<file path="src/design/msp_trace_defines.svh">
`ifndef MSP_TRACE_DEFINES_SVH
`define MSP_TRACE_DEFINES_SVH

// ============================================================
// Trace text geometry
// ============================================================

// Characters per text field, last char in the lowest byte
`define TRC_TEXT_CHARS 32

// ============================================================
// Opcodes printed with their own names
// ============================================================

`define DBG_SWBRK_OP 16'h4343  // Software breakpoint
`define NOP_OP       16'h4303  // MOV #0, r3

`endif

</file>
<file path="src/design/msp_trace_pkg.sv">
`default_nettype none

`include "msp_trace_defines.svh"

package msp_trace_pkg;

  // ============================================================
  // Core-side fields
  // ============================================================

  typedef logic [15:0] opcode_t;    // Instruction word
  typedef logic [15:0] pc_t;        // Byte address
  typedef logic [31:0] count_t;     // Ordinals and cycle counts

  typedef logic [3:0]  reg_idx_t;   // r0..r15
  typedef logic [3:0]  irq_num_t;   // 14 is NMI, 15 is reset vector
  typedef logic [1:0]  amode_t;     // As field

  // Fetch and execution FSM codes, as the core encodes them
  typedef logic [2:0]  istate_t;
  typedef logic [3:0]  estate_t;

  // ============================================================
  // Trace side
  // ============================================================

  // ASCII text, right aligned, zero filled above
  typedef logic [8*`TRC_TEXT_CHARS-1:0] text_t;

  // Instruction format class
  typedef enum logic [1:0] {
    CLS_IRQ,     // Interrupt entry, no opcode
    CLS_SIG_OP,  // Format II
    CLS_JUMP,    // Format III
    CLS_TWO_OP   // Format I
  } inst_class_e;

endpackage

`default_nettype wire

</file>
<file path="src/design/msp_state_namer.sv">
`timescale 1ns/1ps
`default_nettype none

module msp_state_namer (
  input  wire msp_trace_pkg::istate_t  i_i_state_bin,  // Fetch FSM code
  input  wire msp_trace_pkg::estate_t  i_e_state_bin,  // Execution FSM code
  output msp_trace_pkg::text_t         o_i_state,
  output msp_trace_pkg::text_t         o_e_state
);

  // ============================================================
  // Fetch FSM names
  // ============================================================

  always_comb begin
    case (i_i_state_bin)
      3'd0:    o_i_state = "IRQ_FETCH";
      3'd1:    o_i_state = "IRQ_DONE";
      3'd2:    o_i_state = "DEC";
      3'd3:    o_i_state = "EXT1";
      3'd4:    o_i_state = "EXT2";
      3'd5:    o_i_state = "IDLE";
      default: o_i_state = "XXXXX";  // Unused codes 6, 7
    endcase
  end

  // ============================================================
  // Execution FSM names
  // ============================================================

  // IRQ_0..IRQ_2 are numbered backwards in the core encoding
  always_comb begin
    case (i_e_state_bin)
      4'h2:    o_e_state = "IRQ_0";
      4'h1:    o_e_state = "IRQ_1";
      4'h0:    o_e_state = "IRQ_2";
      4'h3:    o_e_state = "IRQ_3";
      4'h4:    o_e_state = "IRQ_4";
      4'h5:    o_e_state = "SRC_AD";
      4'h6:    o_e_state = "SRC_RD";
      4'h7:    o_e_state = "SRC_WR";
      4'h8:    o_e_state = "DST_AD";
      4'h9:    o_e_state = "DST_RD";
      4'hA:    o_e_state = "DST_WR";
      4'hB:    o_e_state = "EXEC";
      4'hC:    o_e_state = "JUMP";
      4'hD:    o_e_state = "IDLE";
      default: o_e_state = "xxxx";
    endcase
  end

endmodule

`default_nettype wire

</file>
<file path="config.mk">
export PLATFORM = sky130hd
export DESIGN_NAME = msp_state_namer
export DESIGN_NICKNAME = d
export VERILOG_FILES = /design/src/design/msp_trace_pkg.sv /design/src/design/msp_state_namer.sv
export VERILOG_INCLUDE_DIRS = /design/src /design/src/design
export SDC_FILE = /design/constraint.sdc
export NUM_CORES = 1
export LEC_CHECK = 0
export ABC_AREA = 0
export BUFFER_PORTS_ARGS = -buffer_cell sky130_fd_sc_hd__buf_2
export CORE_AREA = 2 2 200 202
export DETAILED_ROUTE_END_ITERATION = 6
export DIE_AREA = 0 0 202 204
export GPL_ROUTABILITY_DRIVEN = 0
export PLACE_DENSITY_LB_ADDON = 0.12
export SYNTH_ARGS = -nofsm -noshare
export SYNTH_HDL_FRONTEND = slang
export SYNTH_SLANG_ARGS = --single-unit
</file>
<file path="constraint.sdc">
create_clock -name vclk -period 1.5
set_clock_uncertainty 0.05 [all_clocks]
set_input_delay 0.3 -clock vclk [all_inputs]
set_output_delay 0.3 -clock vclk [all_outputs]
set_load 0.02 [all_outputs]
</file>
==> flow_metrics.py <==
metrics = {
    "floorplan": {
        "core-area_mm2": 0.0392,
        "start_util": 0.105,
        "die_area_mm2": 0.0412,
        "io-pin-count": 519,
        "floorplan.rows": 73,
        "die_width_um": 202,
        "die_height_um": 204,
    },
    "sta": {
        "setup_ws_ps": -44.6,
        "post-route-period-util": 1.03,
        "period_needed_ps": 1540,
        "timing_max_transition_violations_final": 0,
        "setup_repair_after_global_routing_missed_its_margin": "yes",
        "final_hold_viol_count": 0,
        "max_clock_freq_mhz": 647,
        "setup_viol_count_final": 11,
        "fin_tns_setup_ps": -279,
    },
    "power_and_ir_drop": {
        "power_per_cell_area_mw_per_mm2": 436,
        "report.power.total_w": 0.00185,
        "vdd.ir_drop.worst_uv": 96.5,
        "static-leakage-power_nw": 2.48,
    },
    "global_route": {
        "grt_overflow": 0,
        "grt_pass1_wl_um": 11000,
        "grt_util_all_layers": 0.0360,
        "grt_use_met3": 0.0115,
        "antenna_found_initial": 0,
        "grt_busiest_layer": "met2",
        "grt_start_max_net_pins": 17,
        "first_global_vias": 1493,
        "globalRouteMet2Util": 0.0707,
        "global_route.usage.met1": 0.0396,
    },
    "yosys": {
        "syn_inst": 572,
        "post_synthesis_area_per_instance_um2": 7.20,
        "post_synth_num_cell_types": 26,
        "synth.yosys.seq_area_share": 0,
        "syn_area_mm2": 0.00412,
        "yosys_warning_total": 0,
    },
    "drt": {
        "drc_errors": 0,
        "wl_um": 9430,
        "avgViaCountPerCell": 1.94,
        "drt-initial-drc-count": 39,
        "drtPass1Iterations": 3,
        "route.detailed.wl_per_inst_um": 7.92,
        "ant_nets": 0,
        "vias": 2312,
    },
    "placed_design": {
        "detailedPlace.worstSlack_ps": -348,
        "area_after_detailed_placement_mm2": 0.00374,
        "number_of_placed_instances_taps_included": 1189,
        "place.port_buffers": 88,
        "hpwl_after_detailed_placement_um": 8940,
    },
    "final_layout": {
        "nets": 684,
        "layout.area.seq_um2": 0,
        "nFlopsAndLatches": 0,
        "syn_to_final_growth_pct": 2.89,
        "number_of_non_filler_instances_in_the_completed_layout": 1191,
        "post-route-cell-area_mm2": 0.00424,
        "clockBufferCount": 0,
        "antenna_cells": 0,
        "ratio_of_cells_with_drive_above_1_in_the_final_layout": 0.276,
        "n_fill_cell": 4616,
    },
    "worst_hold_path": {
        "worstHoldPathType": "input pin to primary output",
    },
    "worst_setup_path": {
        "crit_arrival_ps": 1190,
        "critical_path_class": "input pin to primary output",
        "critical-path-max-stage-delay_ps": 200,
        "critPathMaxFanout": 5,
        "crit_slowest_cell": "sky130_fd_sc_hd__o22a_1",
        "setup.worst_path.end_class": "primary output",
        "crit_path_start_kind": "input pin",
        "timing.critical_path.required_ps": 1150,
        "crit_path_cell_trace": "buf_12 > buf_8 > ha_4 > inv_4 > a21oi_1 > o22a_1 > buf_6",
    },
    "outcome": {
        "violated_checks": "setup timing",
        "status": "finished, violations left",
    },
    "run": {
        "drv_cap": 0,
    },
}
## final timing paths
check                            start             to  slack, ps  cells after the start
worst max-delay path  i_e_state_bin[1]  o_e_state[28]        -40                      7
worst min-delay path  i_i_state_bin[1]  o_i_state[20]        850                      3
## layout by cell type, fill, tap and decap left out, types with 4 or more instances in the layout
cell                      instances
sky130_fd_sc_hd__conb_1         431
sky130_fd_sc_hd__buf_2           51
sky130_fd_sc_hd__buf_4           47
sky130_fd_sc_hd__buf_6           26
sky130_fd_sc_hd__nand2_1          9
sky130_fd_sc_hd__nor2_1           8
sky130_fd_sc_hd__ha_4             8
sky130_fd_sc_hd__nor2_2           6
sky130_fd_sc_hd__inv_1            6
sky130_fd_sc_hd__buf_12           6
sky130_fd_sc_hd__o21ai_2          5
sky130_fd_sc_hd__a21oi_1          5
sky130_fd_sc_hd__o21ai_1          5
sky130_fd_sc_hd__a21oi_2          5
sky130_fd_sc_hd__buf_8            5
sky130_fd_sc_hd__o21ai_0          4
sky130_fd_sc_hd__inv_2            4
## final cells by class
type	count	area, µm²	area share
repair buffers	135	1100	0.259
well taps	525	657	0.155
multi-input cells	516	2410	0.568
inverters	15	76.3	0.0180
## per-layer routing
| layer | wire length (µm) | vias up |
|---|---|---|
| met3 | 1360 | 0 |
| met5 | 0 | - |
| met1 | 3090 | 1003 |
| li1 | - | 1042 |
| met2 | 4980 | 267 |
| met4 | 0 | 0 |
## kinds of logic (layout without fill, tap and decap cells)
logic type	Yosys count	count (layout)	synth area share
other	2	431	0.00182
adders and majority gates	9	9	0.0273
AOI/OAI and AO/OA	34	34	0.0480
and+or+nand+nor	38	38	0.0434
buffers and inverters	485	150	0.870
muxes	3	3	0.00729
xor gates and xnor gates	1	1	0.00213
## worst max-delay path: cells and delay by family
family                     cells  cell delay, ps
adders and majority gates      1             170
AOI/OAI and AO/OA              2             260
buffers and inverters          4             460
## timing repair
action / 4_1_cts / 5_1_grt
setup endpoints to repair: 53 / 50
gates resized for setup: 111 / 24
pin swaps: 16 / 9
hold buffers: 0 / 0
setup buffers: 1 / 1
## per-stage QoR
| step | util | hold slack, ps |
|---|---|---|
| finish | 0.108 | 847 |
| detailed placement | 0.0956 | 897 |
| CTS | 0.106 | 898 |
| floorplan | - | 604 |
| global route | 0.108 | 873 |
| global placement | 0.0956 | 905 |
## synth_stat cells
| cell type | n | area (µm²) |
|---|---|---|
| sky130_fd_sc_hd__ha_1 | 9 | 113 |
| sky130_fd_sc_hd__inv_1 | 12 | 45.0 |
| sky130_fd_sc_hd__nor2_1 | 15 | 56.3 |
| sky130_fd_sc_hd__conb_1 | 2 | 7.51 |
| sky130_fd_sc_hd__inv_2 | 3 | 11.3 |
| sky130_fd_sc_hd__buf_4 | 464 | 3480 |
| sky130_fd_sc_hd__buf_2 | 4 | 20.0 |
| sky130_fd_sc_hd__a21o_1 | 1 | 7.51 |
| sky130_fd_sc_hd__a22oi_1 | 1 | 7.51 |
| sky130_fd_sc_hd__nor3_2 | 2 | 20.0 |
| sky130_fd_sc_hd__nor2b_1 | 3 | 18.8 |
| sky130_fd_sc_hd__nand2b_1 | 4 | 25.0 |
| sky130_fd_sc_hd__o21ai_1 | 6 | 30.0 |
| sky130_fd_sc_hd__a21oi_2 | 1 | 8.76 |
| sky130_fd_sc_hd__buf_6 | 2 | 22.5 |
| sky130_fd_sc_hd__xnor2_1 | 1 | 8.76 |
| sky130_fd_sc_hd__mux2i_1 | 3 | 30.0 |
| sky130_fd_sc_hd__o22a_1 | 2 | 17.5 |
| sky130_fd_sc_hd__o21a_1 | 1 | 7.51 |
| sky130_fd_sc_hd__nand2_2 | 2 | 12.5 |
| sky130_fd_sc_hd__a21boi_1 | 2 | 15.0 |
| sky130_fd_sc_hd__o31a_1 | 1 | 8.76 |
| sky130_fd_sc_hd__nand2_1 | 11 | 41.3 |
| sky130_fd_sc_hd__a21oi_1 | 10 | 50.1 |
| sky130_fd_sc_hd__o21ai_0 | 9 | 45.0 |
| sky130_fd_sc_hd__nand3_1 | 1 | 5.00 |
## where the power goes
group / total (W) / leakage, nW / internal (W) / switching, W
combinational: 0.00185 / 2.48 / 0.000386 / 0.00146
sequential: 0 / 0 / 0 / 0
clock: 0 / 0 / 0 / 0
total: 0.00185 / 2.48 / 0.000386 / 0.00146
(Power assumes the default switching activity.)
