`src/design/msp_trace_defines.svh`:
```
`ifndef MSP_TRACE_DEFINES_SVH
`define MSP_TRACE_DEFINES_SVH

// ============================================================
// Trace text geometry
// ============================================================

// Characters per text field, last char in the lowest byte
`define TRC_TEXT_CHARS 32

// ============================================================
// Opcodes printed with their own names
// ============================================================

`define DBG_SWBRK_OP 16'h4343  // Software breakpoint
`define NOP_OP       16'h4303  // MOV #0, r3

`endif

```
`src/design/msp_trace_pkg.sv`:
```
`default_nettype none

`include "msp_trace_defines.svh"

package msp_trace_pkg;

  // ============================================================
  // Core-side fields
  // ============================================================

  typedef logic [15:0] opcode_t;    // Instruction word
  typedef logic [15:0] pc_t;        // Byte address
  typedef logic [31:0] count_t;     // Ordinals and cycle counts

  typedef logic [3:0]  reg_idx_t;   // r0..r15
  typedef logic [3:0]  irq_num_t;   // 14 is NMI, 15 is reset vector
  typedef logic [1:0]  amode_t;     // As field

  // Fetch and execution FSM codes, as the core encodes them
  typedef logic [2:0]  istate_t;
  typedef logic [3:0]  estate_t;

  // ============================================================
  // Trace side
  // ============================================================

  // ASCII text, right aligned, zero filled above
  typedef logic [8*`TRC_TEXT_CHARS-1:0] text_t;

  // Instruction format class
  typedef enum logic [1:0] {
    CLS_IRQ,     // Interrupt entry, no opcode
    CLS_SIG_OP,  // Format II
    CLS_JUMP,    // Format III
    CLS_TWO_OP   // Format I
  } inst_class_e;

endpackage

`default_nettype wire

```
`src/design/msp_inst_classify.sv`:
```
`timescale 1ns/1ps
`default_nettype none

`include "msp_trace_defines.svh"

module msp_inst_classify (
  input  wire                            mclk,
  input  wire                            puc_rst,
  input  wire                            s1_valid,
  input  wire msp_trace_pkg::opcode_t    s1_opcode,
  input  wire                            s1_irq,
  input  wire msp_trace_pkg::irq_num_t   s1_irq_num,
  input  wire msp_trace_pkg::pc_t        s1_pc,
  input  wire msp_trace_pkg::count_t     s1_number,
  output logic                           s2_valid,
  output msp_trace_pkg::inst_class_e     s2_class,
  output msp_trace_pkg::opcode_t         s2_opcode,
  output msp_trace_pkg::text_t           s2_name,    // Mnemonic only
  output logic                           s2_bw,      // Byte op
  output msp_trace_pkg::reg_idx_t        s2_src,
  output msp_trace_pkg::reg_idx_t        s2_dst,
  output msp_trace_pkg::amode_t          s2_as,
  output logic                           s2_ad,
  output msp_trace_pkg::pc_t             s2_pc,
  output msp_trace_pkg::count_t          s2_number
);

  msp_trace_pkg::inst_class_e cls;
  msp_trace_pkg::text_t       name;
  logic [7:0]                 irq_digit;  // Last ASCII digit of "IRQ n"

  // ============================================================
  // Class and mnemonic
  // ============================================================

  always_comb begin
    if (s1_irq) begin
      cls = msp_trace_pkg::CLS_IRQ;  // Interrupt wins over opcode
    end else begin
      case (s1_opcode[15:13])
        3'b000:  cls = msp_trace_pkg::CLS_SIG_OP;
        3'b001:  cls = msp_trace_pkg::CLS_JUMP;
        default: cls = msp_trace_pkg::CLS_TWO_OP;
      endcase
    end
  end

  // Tens digit handled by the prefix below
  always_comb begin
    if (s1_irq_num > 4'd9) begin
      irq_digit = 8'h30 + {4'h0, s1_irq_num - 4'd10};
    end else begin
      irq_digit = 8'h30 + {4'h0, s1_irq_num};
    end
  end

  always_comb begin
    name = "xxxx";  // Unknown single-operand codes
    case (cls)
      msp_trace_pkg::CLS_IRQ: begin
        if (s1_irq_num == 4'd15) begin
          name = "RESET";
        end else if (s1_irq_num == 4'd14) begin
          name = "NMI";
        end else if (s1_irq_num > 4'd9) begin
          name = msp_trace_pkg::text_t'({"IRQ 1", irq_digit});
        end else begin
          name = msp_trace_pkg::text_t'({"IRQ ", irq_digit});
        end
      end
      msp_trace_pkg::CLS_SIG_OP: begin
        case (s1_opcode[15:7])
          9'b000100_000: name = "RRC";
          9'b000100_001: name = "SWPB";
          9'b000100_010: name = "RRA";
          9'b000100_011: name = "SXT";
          9'b000100_100: name = "PUSH";
          9'b000100_101: name = "CALL";
          9'b000100_110: name = "RETI";
          default:       name = "xxxx";
        endcase
      end
      msp_trace_pkg::CLS_JUMP: begin
        case (s1_opcode[12:10])  // Condition field
          3'd0:    name = "JNE";
          3'd1:    name = "JEQ";
          3'd2:    name = "JNC";
          3'd3:    name = "JC";
          3'd4:    name = "JN";
          3'd5:    name = "JGE";
          3'd6:    name = "JL";
          default: name = "JMP";
        endcase
      end
      default: begin
        case (s1_opcode[15:12])
          4'h4:    name = "MOV";
          4'h5:    name = "ADD";
          4'h6:    name = "ADDC";
          4'h7:    name = "SUBC";
          4'h8:    name = "SUB";
          4'h9:    name = "CMP";
          4'hA:    name = "DADD";
          4'hB:    name = "BIT";
          4'hC:    name = "BIC";
          4'hD:    name = "BIS";
          4'hE:    name = "XOR";
          4'hF:    name = "AND";
          default: name = "xxxx";  // Not reachable for this class
        endcase
      end
    endcase
  end

  // ============================================================
  // Stage 2 registers
  // ============================================================

  always_ff @(posedge mclk or posedge puc_rst) begin
    if (puc_rst) begin
      s2_valid <= 1'b0;
    end else begin
      s2_valid <= s1_valid;
    end
  end

  always_ff @(posedge mclk) begin
    if (s1_valid) begin
      s2_class  <= cls;
      s2_opcode <= s1_opcode;
      s2_name   <= name;
      s2_bw     <= s1_opcode[6];
      // Format II keeps its only register in the low nibble
      s2_src    <= (cls == msp_trace_pkg::CLS_SIG_OP) ? s1_opcode[3:0] : s1_opcode[11:8];
      s2_dst    <= s1_opcode[3:0];
      s2_as     <= s1_opcode[5:4];
      s2_ad     <= s1_opcode[7];
      s2_pc     <= s1_pc;
      s2_number <= s1_number;
    end
  end

endmodule

`default_nettype wire

```
`config.mk`:
```
export PLATFORM = sky130hd
export DESIGN_NAME = msp_inst_classify
export DESIGN_NICKNAME = d
export VERILOG_FILES = /design/src/design/msp_trace_pkg.sv /design/src/design/msp_inst_classify.sv
export VERILOG_INCLUDE_DIRS = /design/src /design/src/design
export SDC_FILE = /design/constraint.sdc
export NUM_CORES = 1
export LEC_CHECK = 0
export BUFFER_PORTS_ARGS = -buffer_cell sky130_fd_sc_hd__buf_2
export CORE_AREA = 4 4 158 160
export DETAILED_ROUTE_END_ITERATION = 8
export DIE_AREA = 0 0 162 164
export PLACE_DENSITY_LB_ADDON = 0.05
export SLEW_MARGIN = 20
export SYNTH_ARGS = -nofsm -noshare
export SYNTH_HDL_FRONTEND = slang
export SYNTH_SLANG_ARGS = --single-unit
```
`constraint.sdc`:
```
create_clock -name mclk -period 0.8 [get_ports mclk]
set_input_delay 0.08 -clock mclk [delete_from_list [all_inputs] [get_ports mclk]]
set_output_delay 0.08 -clock mclk [all_outputs]
set_load 0.005 [all_outputs]
```
==> Implementation_results.wiki <==
{| class="wikitable"
! Metric !! Value
|-
| Area of the placeable core || 23400 sq um
|-
| Number of unique standard cell types used by synthesis || 53
|-
| P_sw || 3919 uW
|-
| Post-detailed-route wirelength per cell || 15.73 microns
|-
| Slew Limit Headroom || 54.82%
|-
| Detailed-routing iteration count for the pre-antenna-repair pass || 4
|-
| First-pass GRT wire length || 26450 microns
|-
| CTS H-tree depth || 3
|-
| Final Power || 14150 uW
|-
| Post-synth top area share || 48.95%
|-
| Max-Cap Viols || 0
|-
| Sequential-to-total area share from yosys stat || 49.36%
|-
| Logic gate share of total power || 21.3%
|-
| Total routing resource utilization after global routing || 12.95%
|-
| Cell with the most instances after synthesis || sky130_fd_sc_hd__buf_4
|-
| Post-route DRC || 0
|-
| Fin nets || 940
|-
| CTS clock-pin slew for the worst setup and hold paths || 0.08 ns
|-
| Worst hold margin || 0.02396 ns
|-
| Highest attainable clock frequency || 756.7 MHz
|-
| End of the critical path || s2_name[2]
|-
| Total clock sinks || 100
|-
| Number of antenna cells inserted || 0
|-
| Final instance count without filler cells || 1182
|-
| Violated checks || negative setup slack
|-
| Dominant cells by area after synthesis || sky130_fd_sc_hd__edfxtp_1, sky130_fd_sc_hd__buf_4, sky130_fd_sc_hd__ha_1, sky130_fd_sc_hd__o21ai_0, sky130_fd_sc_hd__a21oi_1
|-
| Switching part of the total || 27.70%
|-
| Total routed wirelength || 18590 microns
|-
| Full die area || 26570 sq um
|-
| Kind of capture point of the worst setup path || flip-flop
|-
| CTS tree || yes
|-
| Max rail drop VDD || 0.8387 mV
|-
| Total via count after detailed routing || 4439
|-
| Least setup slack across all paths after layout || -0.5216 ns
|-
| Crit path arrival time || 1.54 ns
|-
| Origin of the worst min-delay path || s1_valid
|-
| Required time worst endpoint || 1.01 ns
|-
| Fill count || 2380
|-
| Vert. Die Dim || 164 microns
|-
| Max Transition Viols Final || 0
|-
| Total half-perimeter wirelength after legalization and detailed placement || 14450 microns
|-
| Syn_area_per_cell || 11.25 sq um
|-
| Area of the mapped netlist || 6073 sq um
|-
| Synthesis-to-finish area growth || 41.33%
|-
| Shortest clock period the worst path allows after layout || 1.322 ns
|-
| Detailed Route Iter0 Violations || 175
|-
| Proportion of power drawn by the clock network || 33.3%
|-
| Static power due to leakage || 0.003910 uW
|-
| Final cycle utilization of the critical path || 165.2%
|-
| Count of flip-flops with a built-in enable after synthesis || 99
|-
| Count of standard-cell rows || 56
|-
| Number of setup violations in the final report || 148
|-
| Worst Setup SP || s1_opcode[14]
|-
| Post-detailed-route count of antenna-violating nets || 0
|-
| Count of warnings emitted by yosys || 0
|-
| Largest net degree at the start of global routing || 46
|-
| Longest Clk Path Bufs || 2
|-
| Path type of the worst min-delay path || input port to flip-flop
|-
| Internal portion of total power || 10230 uW
|-
| Outcome || finished with violations
|-
| Initial standard-cell utilization of the core || 25.95%
|-
| Initial antenna violation count || 0
|-
| Top post-synthesis cells by count || sky130_fd_sc_hd__buf_4, sky130_fd_sc_hd__edfxtp_1, sky130_fd_sc_hd__o21ai_0
|-
| Die width || 162 microns
|-
| RSZ-0062 raised after global routing || true
|-
| Vias per std cell || 3.755
|-
| Most common flop cell mapped by yosys || sky130_fd_sc_hd__edfxtp_1
|-
| I/O Pins || 407
|-
| Area of the multi-input gates || 2351 sq um
|-
| Power density over the cells || 1648 nW/um^2
|-
| Share of post-route cells with drive strength above 1 || 42.18%
|-
| Placed cell count || 1091
|-
| Async set or reset register ratio after synthesis || 1.000%
|-
| Number of global-route vias before repair || 4506
|-
| GRT Residual Overflow || 0
|-
| RePlAce Congestion || 0.8306
|-
| Clock buffer count from CTS || 9
|-
| Final hold violation count || 0
|-
| Buffer cell driving the clock tree root || sky130_fd_sc_hd__clkbuf_16
|-
| Number of input and output port buffers inserted || 186
|-
| Sequential share of power || 45.4%
|-
| Actual transition at the worst max-transition pin || 0.6706 ns
|-
| Worst slack at placement || -1.075 ns
|-
| Crit path max fanout || 3
|-
| Kind of launch point of the worst setup path || input port
|-
| Flip-flop and latch area || 2998 sq um
|-
| Library cell occupying the most area in the post-synthesis netlist || sky130_fd_sc_hd__edfxtp_1
|-
| Register bit count reported by yosys || 100
|-
| Critical Setup Path Class || input port to flip-flop
|-
| Gate count of the mapped netlist || 540
|}
metrics by stage:
step	instance area (sq um)	TNS, ns	util, %
2_1_floorplan	6974	-23.54	-
3_3_place_gp	7039	-34.28	30.08
3_5_place_dp	7039	-34.55	30.08
4_1_cts	8397	-34.04	35.88
5_1_grt	8583	-37.59	36.68
6_report	8583	-30.69	36.68
routing by layer:
| layer | global-route usage (%) | routed length [microns] | vias to the layer above |
|---|---|---|---|
| li1 | - | - | 2051 |
| met1 | 15.46 | 7349 | 2103 |
| met2 | 22.95 | 9330 | 257 |
| met3 | 3.162 | 1494 | 28 |
| met4 | 4.268 | 414 | 0 |
| met5 | 0 | 0 | - |
cell families (layout without fill, tap and decap cells):
family	Yosys count	after routing	synth area share, %
XOR/XNOR	4	4	0.5769
adder cells (fa/ha/maj)	11	11	2.225
other	1	220	0.06175
buffers and inverters	273	377	32.28
multiplexers	4	4	0.7004
AND/OR/NAND/NOR	71	71	6.346
flip-flops	100	100	49.36
AO/OA/AOI/OAI	76	76	8.447
critical path, stage by stage:
cell and delay [ns]:
sky130_fd_sc_hd__buf_8 0.11, sky130_fd_sc_hd__nor2_4 0.09, sky130_fd_sc_hd__a21o_1 0.18, sky130_fd_sc_hd__inv_2 0.05
sky130_fd_sc_hd__buf_6 0.12, sky130_fd_sc_hd__ha_4 0.16, sky130_fd_sc_hd__buf_6 0.11, sky130_fd_sc_hd__nand2b_4 0.13
sky130_fd_sc_hd__a2111o_1 0.33, sky130_fd_sc_hd__a31oi_1 0.17
worst min path at each step:
stage	endpoint	cells after the start
floorplan	s2_valid	1
global placement	s2_valid	2
detailed placement	s2_valid	2
CTS	s2_name[24]	1
global route	s2_name[24]	1
finish	s2_name[24]	1
layout make-up:
class,instances,area share (%)
flip-flops and latches,100,34.93
inverters,18,0.9038
well taps,319,4.650
repair buffers,343,28.43
clock buffers,9,2.624
clock inverters,7,1.079
multi-input cells,386,27.39
registers in the layout, indices dropped and copies added (netlist names):
name       count
s2_number     32
s2_name       29
s2_src         4
s2_valid       1
s2_opcode     16
s2_pc         16
s2_class       2
layout by cell type, fill, tap and decap left out, types with 3 or more instances in the layout:
cell type	n
sky130_fd_sc_hd__a31oi_4	4
sky130_fd_sc_hd__inv_1	12
sky130_fd_sc_hd__o211ai_1	3
sky130_fd_sc_hd__nor2b_1	4
sky130_fd_sc_hd__nand4_1	3
sky130_fd_sc_hd__o21ai_0	11
sky130_fd_sc_hd__a21oi_1	9
sky130_fd_sc_hd__a21oi_2	4
sky130_fd_sc_hd__nand2_1	16
sky130_fd_sc_hd__o21ai_2	5
sky130_fd_sc_hd__a22oi_2	4
sky130_fd_sc_hd__buf_12	3
sky130_fd_sc_hd__nor3_1	4
sky130_fd_sc_hd__o22ai_1	3
sky130_fd_sc_hd__o21ai_1	4
sky130_fd_sc_hd__nand3_1	4
sky130_fd_sc_hd__conb_1	220
sky130_fd_sc_hd__nor2_4	3
sky130_fd_sc_hd__inv_2	4
sky130_fd_sc_hd__buf_4	75
sky130_fd_sc_hd__dlygate4sd3_1	58
sky130_fd_sc_hd__buf_6	22
sky130_fd_sc_hd__nor2_1	7
sky130_fd_sc_hd__nand2b_1	5
sky130_fd_sc_hd__edfxtp_1	99
sky130_fd_sc_hd__clkbuf_16	9
sky130_fd_sc_hd__buf_8	4
sky130_fd_sc_hd__nor3_4	3
sky130_fd_sc_hd__a31oi_1	3
sky130_fd_sc_hd__o31a_1	4
sky130_fd_sc_hd__inv_6	3
sky130_fd_sc_hd__ha_1	6
sky130_fd_sc_hd__buf_2	180
sky130_fd_sc_hd__ha_4	4
power groups by stage:
stage | Sequential (uW) | Clock [uW] | Combinational [uW]
floorplan | 6590 | 0 | 1710
global placement | 6540 | 0 | 2360
detailed placement | 6540 | 0 | 2320
CTS | 6430 | 4910 | 2870
global route | 6470 | 5160 | 3300
finish | 6420 | 4720 | 3010
what timing repair did:
| item | 4_1_cts | 5_1_grt |
|---|---|---|
| cloned | 1 | 0 |
| gates resized for setup | 87 | 40 |
| buffers inserted | 13 | 8 |
| endpoints found under the setup margin | 148 | 148 |
| endpoints found under the hold margin | 58 | 0 |
| pin swaps | 16 | 27 |
| hold buffers | 58 | 0 |
No activity file was read; power rests on OpenSTA's default activity.
