`src/design/msp_trace_defines.svh`:
```
`ifndef MSP_TRACE_DEFINES_SVH
`define MSP_TRACE_DEFINES_SVH

// ============================================================
// Trace text geometry
// ============================================================

// Characters per text field, last char in the lowest byte
`define TRC_TEXT_CHARS 32

// ============================================================
// Opcodes printed with their own names
// ============================================================

`define DBG_SWBRK_OP 16'h4343  // Software breakpoint
`define NOP_OP       16'h4303  // MOV #0, r3

`endif

```
`src/design/msp_trace_pkg.sv`:
```
`default_nettype none

`include "msp_trace_defines.svh"

package msp_trace_pkg;

  // ============================================================
  // Core-side fields
  // ============================================================

  typedef logic [15:0] opcode_t;    // Instruction word
  typedef logic [15:0] pc_t;        // Byte address
  typedef logic [31:0] count_t;     // Ordinals and cycle counts

  typedef logic [3:0]  reg_idx_t;   // r0..r15
  typedef logic [3:0]  irq_num_t;   // 14 is NMI, 15 is reset vector
  typedef logic [1:0]  amode_t;     // As field

  // Fetch and execution FSM codes, as the core encodes them
  typedef logic [2:0]  istate_t;
  typedef logic [3:0]  estate_t;

  // ============================================================
  // Trace side
  // ============================================================

  // ASCII text, right aligned, zero filled above
  typedef logic [8*`TRC_TEXT_CHARS-1:0] text_t;

  // Instruction format class
  typedef enum logic [1:0] {
    CLS_IRQ,     // Interrupt entry, no opcode
    CLS_SIG_OP,  // Format II
    CLS_JUMP,    // Format III
    CLS_TWO_OP   // Format I
  } inst_class_e;

endpackage

`default_nettype wire

```
`src/design/msp_trace_capture.sv`:
```
`timescale 1ns/1ps
`default_nettype none

module msp_trace_capture (
  input  wire                            mclk,          // Main clock
  input  wire                            puc_rst,       // Async reset, high
  input  wire                            i_decode,      // One strobe per instruction
  input  wire msp_trace_pkg::opcode_t    i_ir,          // Instruction register
  input  wire msp_trace_pkg::pc_t        i_pc,          // Program counter
  input  wire                            i_irq_detect,  // Item is an IRQ entry
  input  wire msp_trace_pkg::irq_num_t   i_irq_num,     // Vector number
  output logic                           s1_valid,
  output msp_trace_pkg::opcode_t         s1_opcode,
  output logic                           s1_irq,
  output msp_trace_pkg::irq_num_t        s1_irq_num,
  output msp_trace_pkg::pc_t             s1_pc,
  output msp_trace_pkg::count_t          s1_number,     // Running instruction ordinal
  output msp_trace_pkg::count_t          o_inst_cycle   // Cycles in current instruction
);

  // ============================================================
  // Stage 1 strobe
  // ============================================================

  always_ff @(posedge mclk or posedge puc_rst) begin
    if (puc_rst) begin
      s1_valid <= 1'b0;
    end else begin
      s1_valid <= i_decode;  // Exactly one cycle per decode
    end
  end

  // Payload, only moves on decode
  always_ff @(posedge mclk) begin
    if (i_decode) begin
      s1_opcode  <= i_ir;
      s1_irq     <= i_irq_detect;
      s1_irq_num <= i_irq_num;
      s1_pc      <= i_pc;
    end
  end

  // ============================================================
  // Counters
  // ============================================================

  // Ordinal bumps with the opcode, so the first record is 1
  always_ff @(posedge mclk or posedge puc_rst) begin
    if (puc_rst) begin
      s1_number <= '0;
    end else if (i_decode) begin
      s1_number <= s1_number + 32'd1;
    end
  end

  // Free running, restarts at every decode
  always_ff @(posedge mclk or posedge puc_rst) begin
    if (puc_rst) begin
      o_inst_cycle <= '0;
    end else if (i_decode) begin
      o_inst_cycle <= '0;
    end else begin
      o_inst_cycle <= o_inst_cycle + 32'd1;
    end
  end

endmodule

`default_nettype wire

```
`config.mk`:
```
export PLATFORM = sky130hd
export DESIGN_NAME = msp_trace_capture
export DESIGN_NICKNAME = d
export VERILOG_FILES = /design/src/design/msp_trace_pkg.sv /design/src/design/msp_trace_capture.sv
export VERILOG_INCLUDE_DIRS = /design/src /design/src/design
export SDC_FILE = /design/constraint.sdc
export NUM_CORES = 1
export LEC_CHECK = 0
export ABC_AREA = 1
export CORE_MARGIN = 2
export CORE_UTILIZATION = 45
export CTS_CLUSTER_SIZE = 14
export DETAILED_ROUTE_END_ITERATION = 6
export DONT_BUFFER_PORTS = 1
export PLACE_DENSITY = 0.62
export SKIP_CTS_REPAIR_TIMING = 1
export SLEW_MARGIN = 30
export SYNTH_ARGS = -nofsm -noshare
export SYNTH_HDL_FRONTEND = slang
export SYNTH_SLANG_ARGS = --single-unit
export TNS_END_PERCENT = 1
```
`constraint.sdc`:
```
create_clock -name mclk -period 2.5 [get_ports mclk]
set_input_delay 0 -clock mclk [delete_from_list [all_inputs] [get_ports mclk]]
set_output_delay 0 -clock mclk [all_outputs]
set_load 0.02 [all_outputs]
```
==> results.yml, run 1 <==
floorplanning:
  ioPinCount: 142
  start_util_pct: 45.8
  fp.coreArea_um2: 10200
  fp.dieH_um: 106
  die_area_um2: 11200
  placement_rows: 37
  die_x_um: 106
final_layout:
  fin_nets: 605
  mostFrequentLayoutCell: "nand2_1"
  mostFrequentLayoutCells: "nand2_1, nor2_1, dfrtp_1, inv_1, dlygate4sd3_1"
  fin_area_um2: 5430
  drive_gt1_share_pct: 7.22
  syn_to_final_growth_pct: 16.3
  fillers: 960
  diodes: 0
clocking:
  path_clk_slew_ns: 0.11
  cts.htree.levels: 3
  cts.sinks: 102
  cts_tree: "done"
  clockBufferDepth: 2
  cts_buffers: 9
  clk_latency_ns: 0.37
  cts_root_buf: "clkbuf_8"
job:
  maxCapViolCount: 0
yosys:
  synth_nets: 559
  synth.distinct_cells: 25
  synth_seq_cells: 102
  synth_seq_area_share_pct: 58.7
  synth.avg_cell_area_um2: 9.02
  synth_area_um2: 4660
  yosysWarnings: 0
  synthCells: 517
timing:
  relSlewSlack_pct: 49.1
  finClkSkew_ns: 0.0174
  slew_viol_final: 0
  tns_ns: 0
  period_needed_ns: 1.78
  fin_crit_sh_pct: 71.0
  worst_pin_slew_ns: 0.762
  finalSetupViolCount: 0
  hold_violations: 0
  rsz0062_at_grt: "false"
  fin_hold_ws_ns: 0.140
  fmaxAchievable_mhz: 563
power_and_ir_drop:
  power_density_nw_per_um2: 615
  p_leak_nw: 2.26
  peakVddDrop_uv: 511
critical_path:
  startpoint_type: "flip-flop"
  crit_top_cell: "nand2_1"
  required_ns: 2.77
  slowest_delay_ns: 0.51
  cpMaxStageDelayCell: "dfrtp_1"
  path_max_fanout: 6
  path_cells: "ha_1, nand2_1, nor2_2, nand2_1, nor2_2, nand2_1, o21ai_0, nor2_1"
  cp.arrival_ns: 2.04
  criticalPathCategory: "flip-flop to flip-flop"
  end_kind: "flip-flop"
global_route:
  grt_overflow: 0
  grt_pass1_wl_um: 16400
  grt_max_degree: 65
  grt_use_total_pct: 18.6
  grt_pass1_vias: 3210
  antenna_found_initial: 0
detailed_routing:
  routed_wl_um: 10700
  wl_per_cell_um: 15.3
  first_pass_iters: 4
  vias: 3471
  viasPerCell: 4.93
  antenna_left: 0
  drt_iter0_drc: 244
  drc: 0
place:
  portBuffers: 0
  hpwl_um: 7500
  dpl_cell_area_um2: 4820
  gp_congestion: 0.859
outcome:
  status: "completed"
worst_hold_path:
  hold_class: "primary input to flip-flop"
## critical path, delay by kind of cell, from the launching register on
kind / cells / cell delay, ns
AOI/OAI and AO/OA: 1 / 0.15
DFF: 1 / 0.51
and+or+nand+nor: 6 / 0.80
adders and majority gates: 1 / 0.21
## final timing paths
path	to	startpoint	slack [ns]	cells after the start
max in group asynchronous	o_inst_cycle[23]$_DFF_PP0_	puc_rst	1.61	3
max reg2reg	o_inst_cycle[22]$_DFF_PP0_	o_inst_cycle[0]$_DFF_PP0_	0.72	8
max	o_inst_cycle[22]$_DFF_PP0_	o_inst_cycle[0]$_DFF_PP0_	0.72	8
min	s1_number[1]$_DFFE_PP0P_	i_decode	0.14	3
min reg2reg	o_inst_cycle[0]$_DFF_PP0_	o_inst_cycle[0]$_DFF_PP0_	0.61	1
min in group asynchronous	s1_valid$_DFF_PP0_	puc_rst	0.24	2
## layer usage
metal / vias up / share of wire (%) / track usage, %
met4: 0 / 0.87 / 4.89
met3: 8 / 6.2 / 6.31
met2: 105 / 48 / 30.5
met5: - / 0 / 0
met1: 1635 / 45 / 23.6
li1: 1723 / - / -
## power by group
part / total [W] / switching [W] / internal, W
clock network: 0.000999 / 0.000614 / 0.000384
logic: 0.000241 / 0.000134 / 0.000106
registers: 0.00210 / 0.000246 / 0.00185
total: 0.00333 / 0.000994 / 0.00234
## cells by family after synthesis
family	share of synthesized area (%)
simple gates	27.9
flops	58.7
buf+inv	5.42
xor+xnor	5.07
compound gates	2.41
fa+ha+maj	0.536
## state kept, by name (all words and copies together), names as in the netlist
register / cells
o_inst_cycle: 32
s1_opcode: 16
s1_valid: 1
s1_pc: 16
s1_irq_num: 4
s1_irq: 1
s1_number: 32
## layout make-up
| class | instances | area [µm²] | share of cell area, % |
|---|---|---|---|
| Tap cell | 136 | 170 | 3.14 |
| Clock buffer | 9 | 124 | 2.28 |
| Sequential cell | 102 | 2740 | 50.5 |
| Inverter | 58 | 218 | 4.01 |
| Multi-Input combinational cell | 351 | 1670 | 30.9 |
| Clock inverter | 7 | 63.8 | 1.18 |
| Timing Repair Buffer | 41 | 438 | 8.07 |
## synth_stat cells (all sizes together)
cell type,n,area share (%)
xor2,20,3.8
nand2,149,12
ha,2,0.54
o21bai,1,0.16
o21ai,11,1.2
inv,58,4.7
edfxtp,37,24
nand4,12,1.6
nor2,102,9.8
dfrtp,65,35
nor3b,1,0.16
xnor2,7,1.3
clkbuf,2,0.16
nor3,3,0.32
a21oi,10,1.1
nand3,33,3.8
buf,4,0.59
## metrics by stage
stage	utilization [%]	total power, W	instances	setup slack [ns]
finish	53.3	0.00334	704	0.725
global route	53.3	0.00348	704	0.578
CTS	49.2	0.00331	664	0.749
detailed placement	47.3	0.00230	648	0.771
global placement	47.3	0.00229	648	0.821
floorplan	-	0.00225	517	0.874
Power figures use the tool's default switching activity.
==> run 2, diff against run 1 <==
==> constraint.sdc (replaced) <==
create_clock -name mclk -period 1.7 [get_ports mclk]
set_input_delay 0 -clock mclk [delete_from_list [all_inputs] [get_ports mclk]]
set_output_delay 0 -clock mclk [all_outputs]
set_load 0.02 [all_outputs]
==> run 2 against run 1 <==
Critical path depth decreased by 1. Power is 53% higher. Combinational power grew to 2.7 times the previous value. Final cell count rose by 8.2%. Via count increased by 6.6%. Register-to-register slack worse by 0.56 ns. Worst hold slack lost 0.12 ns. Highest routed layer unchanged.
==> results.yml, run 2 (synthesis results as in run 1) <==
outcome:
  status: "completed"
clocking:
  cts_root_buf: "clkbuf_8"
  clockBufferDepth: 2
  path_clk_slew_ns: 0.11
  cts.htree.levels: 3
  cts.sinks: 102
  clk_latency_ns: 0.37
  cts_tree: "done"
  cts_buffers: 9
detailed_routing:
  antenna_left: 0
  first_pass_iters: 5
  drc: 0
  wl_per_cell_um: 14.3
  vias: 3699
  routed_wl_um: 10900
  viasPerCell: 4.85
  drt_iter0_drc: 210
timing:
  tns_ns: 0
  timing.final.ws_setup_ns: 0.166
  period_needed_ns: 1.53
  hold_violations: 0
  finClkSkew_ns: 0.00726
  fin_hold_ws_ns: 0.0217
  worst_pin_slew_ns: 0.372
  fmaxAchievable_mhz: 652
  rsz0062_at_grt: "false"
  relSlewSlack_pct: 75.2
  slew_viol_final: 0
  finalSetupViolCount: 0
  fin_crit_sh_pct: 90.3
critical_path:
  criticalPathCategory: "flip-flop to flip-flop"
  end_kind: "flip-flop"
  required_ns: 1.97
  path_max_fanout: 14
  startpoint_type: "flip-flop"
  cp.arrival_ns: 1.81
global_route:
  grt_pass1_wl_um: 16700
  antenna_found_initial: 0
  grt_overflow: 0
  grt_use_total_pct: 19.1
  grt_pass1_vias: 3459
  grt_max_degree: 66
power_and_ir_drop:
  p_leak_nw: 2.56
  power_density_nw_per_um2: 869
  peakVddDrop_uv: 671
  power_w: 0.00511
floorplanning:
  die_area_um2: 11200
  fp.dieH_um: 106
  die_x_um: 106
  fp.coreArea_um2: 10200
  placement_rows: 37
  start_util_pct: 45.8
  ioPinCount: 142
final_layout:
  mostFrequentLayoutCells: "nand2_1, nor2_1, dfrtp_1, buf_4, inv_1"
  drive_gt1_share_pct: 15.8
  mostFrequentLayoutCell: "nand2_1"
  reg.largest.list: "o_inst_cycle: 32 flops, s1_number: 32 flops"
  diodes: 0
  syn_to_final_growth_pct: 26.1
  fin_util_pct: 57.7
  fin_nets: 663
place:
  gp_congestion: 0.892
  hpwl_um: 7660
  dp_slack_ns: 0.167
  portBuffers: 0
worst_hold_path:
  hold_class: "primary input to flip-flop"
job:
  maxCapViolCount: 0
==> run 2: changes by cell type in the layout (fill, tap and decap cells not counted) <==
cell	delta
clkinvlp_2	-1
inv_6	+1
nor2_4	+1
clkinv_4	-2
clkinv_8	+2
inv_8	-1
nor2_2	-1
buf_4	+58
clkinvlp_4	+1
==> run 2: area by class of cell <==
cell class	instances	area [µm²]
clock buffer	9	124
clock inverter	7	78.8
fill	926	4300
inverter	58	218
multi-input combinational	351	1680
sequential	102	2740
tap	136	170
timing repair buffer	99	873
==> run 2: final timing paths <==
check,start,end,slack [ns],cells past startpoint
setup / recovery,s1_number[1]$_DFFE_PP0P_,s1_number[18]$_DFFE_PP0P_,0.17,7
hold / removal,i_decode,s1_opcode[7]$_DFFE_PP_,0.02,1
setup reg to reg,s1_number[1]$_DFFE_PP0P_,s1_number[18]$_DFFE_PP0P_,0.17,7
hold reg to reg,s1_number[9]$_DFFE_PP0P_,s1_number[9]$_DFFE_PP0P_,0.55,1
max in group asynchronous,puc_rst,o_inst_cycle[29]$_DFF_PP0_,1.25,3
min in group asynchronous,puc_rst,s1_valid$_DFF_PP0_,0.14,3
==> run 2: layer usage <==
layer	wire length, µm	vias up	global-route usage [%]
met2	5150	137	29.9
met1	4800	1707	24.5
met3	871	8	5.75
li1	-	1847	-
met5	0	-	0
met4	107	0	8.36
==> run 2: worst max-delay path, cell delays in order (launching register included) <==
cell     delay, ns
dfrtp_1       0.37
ha_1          0.16
nand2_2       0.09
nor2_4        0.14
nand3_4       0.11
nor2_4        0.29
nand2_1       0.11
xor2_1        0.15
==> run 2: stage by stage <==
step                      cell area (µm²)  cells
after global routing                 5880    762
after global placement               5260    706
after detailed placement             5260    706
final                                5880    762
after CTS                            5460    722
after floorplan                      4660    517
==> run 2: power breakdown <==
part	leakage (nW)	internal, W	switching, W
Combinational	1.25	0.000266	0.000393
Sequential	1.22	0.00272	0.000196
Clock	0.0954	0.000582	0.000949
Total	2.56	0.00357	0.00154
==> run 3, diff against run 2 <==
--- a/config.mk
+++ b/config.mk
@@ -7,12 +7,15 @@
 export NUM_CORES = 1
 export LEC_CHECK = 0
 export ABC_AREA = 1
+export CELL_PAD_IN_SITES_DETAIL_PLACEMENT = 2
+export CELL_PAD_IN_SITES_GLOBAL_PLACEMENT = 2
 export CORE_MARGIN = 2
-export CORE_UTILIZATION = 45
+export CORE_UTILIZATION = 38
+export CTS_BUF_LIST = sky130_fd_sc_hd__clkbuf_2 sky130_fd_sc_hd__clkbuf_4 sky130_fd_sc_hd__clkbuf_8
 export CTS_CLUSTER_SIZE = 14
 export DETAILED_ROUTE_END_ITERATION = 6
 export DONT_BUFFER_PORTS = 1
-export PLACE_DENSITY = 0.62
+export PLACE_DENSITY = 0.83
 export SKIP_CTS_REPAIR_TIMING = 1
 export SLEW_MARGIN = 30
 export SYNTH_ARGS = -nofsm -noshare
==> run 3 against run 2 <==
Via count rose by 8.7%. First-iteration DRC count fell by 31%. Critical endpoint is now o_inst_cycle[20]$_DFF_PP0_. Routed wire length rose by 60%. Clock power rose by 3%. The flow now finishes with violations (hold timing, setup timing). Clock skew rose by 0.010 ns. Power rose by 3.4%. Fmax fell by 12%.
==> results.yml, run 3 (synthesis results as in run 1) <==
clocking:
  cts_root_buf: "clkbuf_8"
  cts.htree.levels: 3
  clk_latency_ns: 0.40
  cts_buffers: 9
  path_clk_slew_ns: 0.12
  cts_tree: "done"
  cts.sinks: 102
  clockBufferDepth: 2
detailed_routing:
  first_pass_iters: 5
  viasPerCell: 5.18
  wl_per_cell_um: 22.4
  vias: 4021
  antenna_left: 0
  drc: 0
  routed_wl_um: 17400
  drt_iter0_drc: 145
floorplanning:
  die_area_um2: 13200
  placement_rows: 40
  ioPinCount: 142
  start_util_pct: 38.8
  fp.dieH_um: 115
  die_x_um: 115
  fp.coreArea_um2: 12000
outcome:
  status: "finished, violations left"
  violations: "hold timing, setup timing"
final_layout:
  mostFrequentLayoutCells: "nand2_1, nor2_1, dfrtp_1, inv_1, buf_4"
  fillers: 1284
  mostFrequentLayoutCell: "nand2_1"
  drive_gt1_share_pct: 16.2
  fin_area_um2: 5950
  fin_nets: 667
  syn_to_final_growth_pct: 27.5
  fin_util_pct: 49.5
  reg.largest.list: "o_inst_cycle: 32 flops, s1_number: 32 flops"
  diodes: 0
place:
  dpl_cell_area_um2: 5250
  portBuffers: 0
  hpwl_um: 11200
  gp_congestion: 0.853
timing:
  period_needed_ns: 1.74
  fin_crit_sh_pct: 102
  hold_violations: 63
  relSlewSlack_pct: 48.6
  slew_viol_final: 0
  fmaxAchievable_mhz: 574
  finClkSkew_ns: 0.0173
  worst_pin_slew_ns: 0.769
  timing.final.ws_setup_ns: -0.0416
  finalSetupViolCount: 5
  rsz0062_at_grt: "true"
  fin_hold_ws_ns: -0.362
critical_path:
  criticalPathCategory: "flip-flop to flip-flop"
  path_cells: "ha_1, nand2_1, nor2_4, nand2_2, inv_2, nand2_1, nor2_1, nand2_1, nand2_1, nor2_1"
  slowest_delay_ns: 0.44
  cp.arrival_ns: 2.04
  startpoint_type: "flip-flop"
  path_max_fanout: 5
  required_ns: 1.99
  crit_top_cell: "nand2_1"
  cpMaxStageDelayCell: "dfrtp_1"
  end_kind: "flip-flop"
global_route:
  grt_max_degree: 65
  grt_use_met2_pct: 43.7
  antenna_found_initial: 0
  grt_overflow: 0
  grt_pass1_wl_um: 23100
  grt_pass1_vias: 4224
  met1_usage_pct: 25.0
  grt.met3_usage_pct: 7.59
  grt-busiest-layer: "met2"
  grt_use_total_pct: 23.4
worst_hold_path:
  hold_class: "primary input to flip-flop"
power_and_ir_drop:
  power_density_nw_per_um2: 888
  p_leak_nw: 2.57
  peakVddDrop_uv: 842
job:
  maxCapViolCount: 0
run 3: cell types whose count changed in the layout (fill, tap and decap cells not counted), moves of 2 or more:
cell and delta:
dfrtp_1 -2, nor2_1 -3, dlygate4sd3_1 +7, clkinv_4 +2, clkinv_8 -2, dfrtp_2 +2, buf_4 -3, nor2_4 +3
run 3: final timing paths:
check	from	end	slack, ns	cells after the start
hold reg to reg	o_inst_cycle[17]$_DFF_PP0_	o_inst_cycle[17]$_DFF_PP0_	0.53	1
setup / recovery	o_inst_cycle[0]$_DFF_PP0_	o_inst_cycle[20]$_DFF_PP0_	-0.04	10
setup reg to reg	o_inst_cycle[0]$_DFF_PP0_	o_inst_cycle[20]$_DFF_PP0_	-0.04	10
hold / removal	i_decode	s1_valid$_DFF_PP0_	-0.36	0
min in group asynchronous	puc_rst	s1_number[27]$_DFFE_PP0P_	0.19	2
max in group asynchronous	puc_rst	o_inst_cycle[4]$_DFF_PP0_	0.85	3
run 3: where the power goes:
group	switching (W)	internal, W	total [W]
combinational	0.000424	0.000301	0.000725
sequential	0.000262	0.00272	0.00299
clock	0.00100	0.000569	0.00157
run 3: cell type report:
class	instances	area, µm²	share of cell area [%]
well taps	147	184	3.09
repair buffers	103	913	15.4
clock inverters	7	65.1	1.09
multi-input cells	351	1700	28.6
inverters	58	218	3.66
clock buffers	9	124	2.08
flip-flops and latches	102	2740	46.1
run 3: per-layer routing:
| layer | part of all wire, % | up-vias | wire (µm) |
|---|---|---|---|
| met4 | 3.0 | 0 | 520 |
| li1 | - | 1844 | - |
| met1 | 36 | 2042 | 6300 |
| met3 | 4.5 | 28 | 777 |
| met2 | 56 | 107 | 9840 |
| met5 | 0 | - | 0 |
run 3: critical path: cells and delay by family, from the launching register on:
family / cells / cell delay [ns]
buffers and inverters: 1 / 0.12
flip-flops: 1 / 0.44
adder cells (fa/ha/maj): 1 / 0.21
AND/OR/NAND/NOR: 8 / 0.85
run 3: metrics by stage:
step / setup slack, ns / hold slack, ns / total power (W) / TNS (ns) / instances
floorplan: 0.0735 / 0.0314 / 0.00331 / 0 / 517
global placement: 0.184 / 0.0398 / 0.00353 / 0 / 714
detailed placement: 0.0608 / 0.0382 / 0.00360 / 0 / 714
CTS: 0.0527 / -0.404 / 0.00516 / 0 / 730
global route: -0.146 / -0.390 / 0.00547 / -1.01 / 777
finish: -0.0416 / -0.362 / 0.00528 / -0.0778 / 777
